`config.mk`:
```
export PLATFORM = sky130hd
export DESIGN_NAME = split_fifo_top
export DESIGN_NICKNAME = d
export VERILOG_FILES = /design/src/split_fifo_pkg.sv /design/src/mlab_memory.sv /design/src/m20k_memory.sv /design/src/fifo_pointer_ctrl.sv /design/src/entry_merge.sv /design/src/split_fifo_top.sv
export SDC_FILE = /design/constraint.sdc
export NUM_CORES = 1
export LEC_CHECK = 0
export BUFFER_PORTS_ARGS = -buffer_cell sky130_fd_sc_hd__buf_2
export CAP_MARGIN = 0
export CORE_MARGIN = 2
export CORE_UTILIZATION = 60
export CTS_CLUSTER_DIAMETER = 60
export DETAILED_ROUTE_END_ITERATION = 12
export PLACE_DENSITY = 0.77
export SLEW_MARGIN = 20
export SYNTH_ARGS = -nofsm -noshare
export SYNTH_HDL_FRONTEND = slang
export SYNTH_SLANG_ARGS = --single-unit
```
`constraint.sdc`:
```
create_clock -name clk -period 8.34 [get_ports clk]
set_clock_uncertainty 0.2 [all_clocks]
set_input_delay 1.668 -clock clk [delete_from_list [all_inputs] [get_ports clk]]
set_output_delay 1.668 -clock clk [all_outputs]
set_load 0.005 [all_outputs]
```
`src/split_fifo_pkg.sv`:
```
`default_nettype none

package split_fifo_pkg;

    // Entry field widths
    localparam int TAG_W = 8;
    localparam int PAYLOAD_W = 32;

    // Output register stages behind the M20K read address
    localparam int M20K_READ_LATENCY = 2;

    typedef logic [TAG_W-1:0] tag_t;
    typedef logic [PAYLOAD_W-1:0] payload_t;

    // Tag sits in the upper bits
    typedef struct packed {
        tag_t tag;
        payload_t payload;
    } fifo_entry_t;

endpackage

`default_nettype wire

```
`src/mlab_memory.sv`:
```
`timescale 1ns/1ps
`default_nettype none

module mlab_memory
    import split_fifo_pkg::*;
#(
    parameter int DEPTH_LOG2 = 4
) (
    input wire clk,
    input wire rstReadAddr,

    // Write side
    input wire write_en,
    input wire [DEPTH_LOG2-1:0] write_addr,
    input wire tag_t tag_in,

    // Read side
    input wire read_stall,
    input wire [DEPTH_LOG2-1:0] read_addr,
    output tag_t tag_out
);

    tag_t memory [2**DEPTH_LOG2];

    logic [DEPTH_LOG2-1:0] write_addr_reg;
    tag_t write_data_reg;
    logic write_en_reg;
    logic [DEPTH_LOG2-1:0] read_addr_reg;

    // Write lands in the array one cycle after the strobe
    always_ff @(posedge clk) begin
        if (write_en_reg) begin
            memory[write_addr_reg] <= write_data_reg;
        end
        write_addr_reg <= write_addr;
        write_data_reg <= tag_in;
        write_en_reg <= write_en;
    end

    // MLAB address register clears asynchronously
    always_ff @(posedge clk or posedge rstReadAddr) begin
        if (rstReadAddr) begin
            read_addr_reg <= '0;
        end else if (!read_stall) begin
            read_addr_reg <= read_addr;
        end
    end

    // Unregistered read port
    assign tag_out = memory[read_addr_reg];

endmodule

`default_nettype wire

```
`src/m20k_memory.sv`:
```
`timescale 1ns/1ps
`default_nettype none

module m20k_memory
    import split_fifo_pkg::*;
#(
    parameter int DEPTH_LOG2 = 4
) (
    input wire clk,

    // Write side
    input wire write_en,
    input wire [DEPTH_LOG2-1:0] write_addr,
    input wire payload_t payload_in,

    // Read side
    input wire read_stall,
    input wire [DEPTH_LOG2-1:0] read_addr,
    output payload_t payload_out
);

    payload_t memory [2**DEPTH_LOG2];

    logic [DEPTH_LOG2-1:0] write_addr_reg;
    payload_t write_data_reg;
    logic write_en_reg;
    logic [DEPTH_LOG2-1:0] read_addr_reg;

    // Output stages, index 0 is next to the array
    payload_t read_pipe [M20K_READ_LATENCY];

    always_ff @(posedge clk) begin
        if (write_en_reg) begin
            memory[write_addr_reg] <= write_data_reg;
        end
        write_addr_reg <= write_addr;
        write_data_reg <= payload_in;
        write_en_reg <= write_en;
    end

    // No reset on the M20K address register
    always_ff @(posedge clk) begin
        if (!read_stall) begin
            read_addr_reg <= read_addr;
        end
    end

    // Stages run freely so reads can overlap
    always_ff @(posedge clk) begin
        read_pipe[0] <= memory[read_addr_reg];
        for (int i = 1; i < M20K_READ_LATENCY; i++) begin
            read_pipe[i] <= read_pipe[i-1];
        end
    end

    assign payload_out = read_pipe[M20K_READ_LATENCY-1];

endmodule

`default_nettype wire

```
`src/fifo_pointer_ctrl.sv`:
```
`timescale 1ns/1ps
`default_nettype none

module fifo_pointer_ctrl
    import split_fifo_pkg::*;
#(
    parameter int DEPTH_LOG2 = 4
) (
    input wire clk,
    input wire rstReadAddr,

    // Producer handshake
    input wire push_req,
    input wire fifo_entry_t push_entry,
    output logic push_ack,

    // Consumer handshake
    input wire pop_req,
    input wire pop_done,

    // Memory write strobes
    output logic write_en,
    output logic [DEPTH_LOG2-1:0] write_addr,
    output fifo_entry_t write_entry,

    // Memory read strobes
    output logic [DEPTH_LOG2-1:0] read_addr,
    output logic read_stall,
    output logic read_issue
);

    localparam int DEPTH = 2**DEPTH_LOG2;

    typedef enum logic [1:0] {
        PUSH_IDLE,
        PUSH_WRITE,
        PUSH_ACK
    } push_state_t;

    typedef enum logic {
        POP_IDLE,
        POP_WAIT_DATA
    } pop_state_t;

    push_state_t push_state;
    pop_state_t pop_state;

    logic [DEPTH_LOG2-1:0] wr_ptr;
    logic [DEPTH_LOG2-1:0] rd_ptr;
    logic [DEPTH_LOG2:0] occupancy;
    logic [DEPTH_LOG2:0] readable;
    logic [1:0] write_pipe;

    logic push_accept;
    logic pop_accept;
    logic read_strobe;

    assign push_accept = (push_state == PUSH_IDLE) && push_req &&
                         (occupancy < (DEPTH_LOG2+1)'(DEPTH));
    assign pop_accept = (pop_state == POP_IDLE) && pop_req && (readable != '0);
    assign read_strobe = !read_stall;

    assign push_ack = (push_state == PUSH_ACK);
    assign write_en = (push_state == PUSH_WRITE);
    assign write_addr = wr_ptr;
    assign read_addr = rd_ptr;

    // Push side
    always_ff @(posedge clk or posedge rstReadAddr) begin
        if (rstReadAddr) begin
            push_state <= PUSH_IDLE;
            wr_ptr <= '0;
        end else begin
            case (push_state)
                PUSH_IDLE: begin
                    if (push_accept) begin
                        push_state <= PUSH_WRITE;
                    end
                end
                PUSH_WRITE: begin
                    wr_ptr <= wr_ptr + 1'b1;
                    push_state <= PUSH_ACK;
                end
                PUSH_ACK: begin
                    if (!push_req) begin
                        push_state <= PUSH_IDLE;
                    end
                end
                default: push_state <= PUSH_IDLE;
            endcase
        end
    end

    always_ff @(posedge clk) begin
        if (push_accept) begin
            write_entry <= push_entry;
        end
    end

    // Pop side, one read in flight at a time
    always_ff @(posedge clk or posedge rstReadAddr) begin
        if (rstReadAddr) begin
            pop_state <= POP_IDLE;
            read_stall <= 1'b1;
            read_issue <= 1'b0;
            rd_ptr <= '0;
        end else begin
            read_stall <= !pop_accept;
            // Marks the edge where the memories take the address
            read_issue <= read_strobe;
            if (read_strobe) begin
                rd_ptr <= rd_ptr + 1'b1;
            end
            case (pop_state)
                POP_IDLE: begin
                    if (pop_accept) begin
                        pop_state <= POP_WAIT_DATA;
                    end
                end
                POP_WAIT_DATA: begin
                    if (pop_done) begin
                        pop_state <= POP_IDLE;
                    end
                end
                default: pop_state <= POP_IDLE;
            endcase
        end
    end

    // Slot is freed once its read address is captured
    always_ff @(posedge clk or posedge rstReadAddr) begin
        if (rstReadAddr) begin
            occupancy <= '0;
        end else if (push_accept && !read_strobe) begin
            occupancy <= occupancy + 1'b1;
        end else if (!push_accept && read_strobe) begin
            occupancy <= occupancy - 1'b1;
        end
    end

    // Readable count trails writes by the memory write register
    always_ff @(posedge clk or posedge rstReadAddr) begin
        if (rstReadAddr) begin
            write_pipe <= '0;
            readable <= '0;
        end else begin
            write_pipe <= {write_pipe[0], write_en};
            if (write_pipe[1] && !pop_accept) begin
                readable <= readable + 1'b1;
            end else if (!write_pipe[1] && pop_accept) begin
                readable <= readable - 1'b1;
            end
        end
    end

endmodule

`default_nettype wire

```
`src/entry_merge.sv`:
```
`timescale 1ns/1ps
`default_nettype none

module entry_merge
    import split_fifo_pkg::*;
(
    input wire clk,
    input wire rstReadAddr,

    // From the memories
    input wire tag_t tag_in,
    input wire payload_t payload_in,

    // From the controller
    input wire read_issue,

    // Consumer handshake
    input wire pop_req,
    output fifo_entry_t pop_entry,
    output logic pop_ack,
    output logic pop_done
);

    // The MLAB tag is ready while the M20K payload is still in its stages
    tag_t tag_pipe [M20K_READ_LATENCY];
    logic [M20K_READ_LATENCY-1:0] issue_pipe;

    logic entry_arrives;

    assign entry_arrives = issue_pipe[M20K_READ_LATENCY-1];

    always_ff @(posedge clk) begin
        tag_pipe[0] <= tag_in;
        for (int i = 1; i < M20K_READ_LATENCY; i++) begin
            tag_pipe[i] <= tag_pipe[i-1];
        end
    end

    always_ff @(posedge clk or posedge rstReadAddr) begin
        if (rstReadAddr) begin
            issue_pipe <= '0;
        end else begin
            issue_pipe <= {issue_pipe[M20K_READ_LATENCY-2:0], read_issue};
        end
    end

    // Joined entry holds until the next read arrives
    always_ff @(posedge clk) begin
        if (entry_arrives) begin
            pop_entry.tag <= tag_pipe[M20K_READ_LATENCY-1];
            pop_entry.payload <= payload_in;
        end
    end

    always_ff @(posedge clk or posedge rstReadAddr) begin
        if (rstReadAddr) begin
            pop_ack <= 1'b0;
            pop_done <= 1'b0;
        end else begin
            pop_done <= 1'b0;
            if (entry_arrives) begin
                pop_ack <= 1'b1;
            end else if (pop_ack && !pop_req) begin
                // Ends the pop in the controller
                pop_ack <= 1'b0;
                pop_done <= 1'b1;
            end
        end
    end

endmodule

`default_nettype wire

```
`src/split_fifo_top.sv`:
```
`timescale 1ns/1ps
`default_nettype none

module split_fifo_top
    import split_fifo_pkg::*;
#(
    parameter int DEPTH_LOG2 = 4
) (
    input wire clk,
    input wire rstReadAddr,

    input wire push_req,
    input wire fifo_entry_t push_entry,
    output logic push_ack,

    input wire pop_req,
    output fifo_entry_t pop_entry,
    output logic pop_ack
);

    logic write_en;
    logic [DEPTH_LOG2-1:0] write_addr;
    fifo_entry_t write_entry;
    logic [DEPTH_LOG2-1:0] read_addr;
    logic read_stall;
    logic read_issue;
    logic pop_done;
    tag_t tag_rd;
    payload_t payload_rd;

    fifo_pointer_ctrl #(
        .DEPTH_LOG2(DEPTH_LOG2)
    ) fifo_pointer_ctrl_i (
        .clk(clk),
        .rstReadAddr(rstReadAddr),
        .push_req(push_req),
        .push_entry(push_entry),
        .push_ack(push_ack),
        .pop_req(pop_req),
        .pop_done(pop_done),
        .write_en(write_en),
        .write_addr(write_addr),
        .write_entry(write_entry),
        .read_addr(read_addr),
        .read_stall(read_stall),
        .read_issue(read_issue)
    );

    // Tag and payload share addresses and strobes
    mlab_memory #(
        .DEPTH_LOG2(DEPTH_LOG2)
    ) mlab_memory_i (
        .clk(clk),
        .rstReadAddr(rstReadAddr),
        .write_en(write_en),
        .write_addr(write_addr),
        .tag_in(write_entry.tag),
        .read_stall(read_stall),
        .read_addr(read_addr),
        .tag_out(tag_rd)
    );

    m20k_memory #(
        .DEPTH_LOG2(DEPTH_LOG2)
    ) m20k_memory_i (
        .clk(clk),
        .write_en(write_en),
        .write_addr(write_addr),
        .payload_in(write_entry.payload),
        .read_stall(read_stall),
        .read_addr(read_addr),
        .payload_out(payload_rd)
    );

    entry_merge entry_merge_i (
        .clk(clk),
        .rstReadAddr(rstReadAddr),
        .tag_in(tag_rd),
        .payload_in(payload_rd),
        .read_issue(read_issue),
        .pop_req(pop_req),
        .pop_entry(pop_entry),
        .pop_ack(pop_ack),
        .pop_done(pop_done)
    );

endmodule

`default_nettype wire

```
==> summary.txt <==
vias in the first global route: 14500
post-synthesis cell count: 1357
crit end category: flop
setup violators final: 0
period utilisation layout: 45.3%
Clock Sinks: 886
compound-gate portion of the synthesized area: 2.46%
gr usage total: 23.2%
Finished Cell Area: 34700 µm²
via count: 13800
setup TNS: 0 ns
yosys warns: 0
hold wc startpoint: entry_merge_i.tag_pipe[0][7]
Area Growth Syn to Fin: 13.1%
relative slew slack: 30.9%
H-tree depth: 3
die area: 52900 µm²
CTS resizes: 0
Root Driver: clkbuf_16
first-pass GRT wire length: 88900 µm
Worst-Margin Slew: 1.04 ns
max cap viols: 0
CTS clk-pin slew, worst paths: 0.06 ns
Ant. Diodes: 0
CP Cell Sequence: buf_2, nor4b_2, buf_4, ha_1, inv_1, ha_1, nor2b_1, o21a_1, o211ai_1, o311ai_0
vias per std cell: 6.16
cell repeated most along the worst path: ha_1
# port buffers: 85
sequential fraction of the synthesis area: 82.1%
pin count of the biggest net entering global routing: 85
Leakage: 11.7 nW
Seq cells post-synth: 886
WL final: 60100 µm
Core ar.: 50300 µm²
status: complete, no violations
Syn Area/Cell: 22.6 µm²
crit-path max FO: 41
RSZ-0062 raised after global routing: false
initial core utilization: 60.9%
post-synthesis mux area share: 11.9%
PwrDens: 242 nW/µm²
Num CTS Buffers: 83
DP HPWL: 28300 µm
worst min-delay path category: reg2reg
RR Startpoint: fifo_pointer_ctrl_i.readable[1]
Skew-Pair Late Insertion Delay: 0.61 ns
share of synthesized registers carrying an async set or reset: 3.72%
CTS Buffer Depth: 3
initial drt markers: 1456
max reg flops: 512
post-route DRC violation count: 0
postcts setup bufs: 0
count of pins over their slew limit: 0
CP Launch Point: push_req
Die Wd: 230 µm
Die Y-Extent: 230 µm
number of synthesized flops with an enable pin: 724
commonest non-fill, non-tap cell in the layout: edfxtp_1
Post-Synth Adder-Cell Area: 0.539%
post-route ant nets: 0
TritonRoute pass-1 iters: 5
CP max stage delay: 0.59 ns
initial antenna violation count: 0
min Tclk post-route: 3.78 ns
most frequent cells in the layout: edfxtp_1 (724), mux4_2 (160), dfxtp_1 (127)
TritonCTS clock tree: done
Final Hold Vio Count: 0
wire per inst: 26.9 µm
grt ovf: 0
CTS Hold Bufs: 0
fmax: 265 MHz
largest reg by FF count: m20k_memory_i.memory
ys flop type: edfxtp_1
DP Area: 32000 µm²
Startpoint Class: input port
critical path class: in2reg
top flop regs: m20k_memory_i.memory: 512 flops, mlab_memory_i.memory: 128 flops, m20k_memory_i.read_pipe: 64 flops
nets@finish: 1552
Net Count, Synth: 1413
Worst EP required: 8.60 ns
num ports: 86
XOR/XNOR share of the synthesized area: 0.343%
share of layout cells above drive strength 1: 27.4%
synthesized-area fraction occupied by and/or/nand/nor cells: 1.68%
Max VDD drop: 0.146 mV
Mapped Area: 30600 µm²
CP arrival: 4.04 ns
GPL Wtd Cong: 0.715
largest family of logic cells by synthesized area: multiplexers
Synth cell types: 42
critical path's slowest cell: buf_4
num rows: 82
## kinds of logic after synthesis
group	count (synthesis)
buffers and inverters	66
XOR/XNOR	12
multiplexers	164
flip-flops	886
AND/OR/NAND/NOR	114
adder cells (fa/ha/maj)	12
AO/OA/AOI/OAI	103
## layout make-up
| type | instances | area [µm²] |
|---|---|---|
| clock buffer | 114 | 2330 |
| clock inverter | 39 | 342 |
| fill | 2954 | 15600 |
| inverter | 8 | 30.0 |
| multi-input combinational | 405 | 5330 |
| sequential | 886 | 25200 |
| tap | 672 | 841 |
| timing repair buffer | 112 | 641 |
## power breakdown
part	switching (mW)	internal (mW)	total, mW
clock	1.54	2.11	3.66
combinational	0.0126	0.0123	0.0249
sequential	0.00306	4.72	4.72
total	1.56	6.85	8.41
## critical path: cells and delay by family
kind	cells	cell delay, ns
buffers and inverters	3	0.80
adder cells (fa/ha/maj)	2	0.69
AND/OR/NAND/NOR	2	0.37
AO/OA/AOI/OAI	3	0.52
## metrics by stage
step / hold WS, ns / std cells / setup slack [ns] / util [%] / total power, mW
final: 0.124 / 2236 / 4.56 / 69.0 / 8.41
after global routing: 0.134 / 2236 / 4.38 / 69.0 / 8.63
after CTS: 0.126 / 2236 / 4.56 / 69.0 / 8.47
after detailed placement: 0.112 / 2083 / 3.96 / 63.7 / 4.84
after global placement: 0.110 / 2083 / 4.06 / 63.6 / 4.84
after floorplan: 0.110 / 1357 / 0.418 / - / 4.83
## worst paths after layout
path | to | slack [ns] | cells after the start
hold reg to reg | entry_merge_i.tag_pipe[1][7] | 0.12 | 0
setup reg to reg | fifo_pointer_ctrl_i.readable[4] | 4.92 | 9
max in group asynchronous | mlab_memory_i.read_addr_reg[1] | 6.66 | 3
hold / removal | entry_merge_i.tag_pipe[1][7] | 0.12 | 0
min in group asynchronous | entry_merge_i.pop_ack | 0.95 | 3
setup / recovery | fifo_pointer_ctrl_i.occupancy[4] | 4.56 | 10
## per-layer routing
metal,vias up,GRT usage (%),share of wire (%)
met1,7198,29.5,37
met2,621,40.3,52
met3,123,4.14,7.9
met5,-,0,0
li1,5838,-,-
met4,0,8.95,3.0
## cell usage after synthesis, types with 3 or more instances
cell type | instances | area [µm²]
nor2b_1 | 8 | 50.1
nand2_1 | 67 | 251
clkbuf_1 | 26 | 97.6
xnor2_1 | 8 | 70.1
dfrtp_1 | 32 | 801
mux2_2 | 3 | 33.8
nor3_1 | 5 | 25.0
nand3b_1 | 3 | 22.5
dfxtp_1 | 129 | 2580
o21ai_0 | 5 | 25.0
buf_4 | 11 | 82.6
nand2b_1 | 3 | 18.8
o211ai_1 | 4 | 30.0
buf_1 | 11 | 41.3
a21oi_1 | 4 | 20.0
edfxtp_1 | 724 | 21700
nor2_1 | 15 | 56.3
xor2_1 | 4 | 35.0
inv_1 | 8 | 30.0
mux4_2 | 160 | 3600
a22oi_1 | 80 | 601
ha_1 | 10 | 125
buf_2 | 10 | 50.1
a21o_1 | 4 | 30.0
Power figures use the tool's default switching activity.
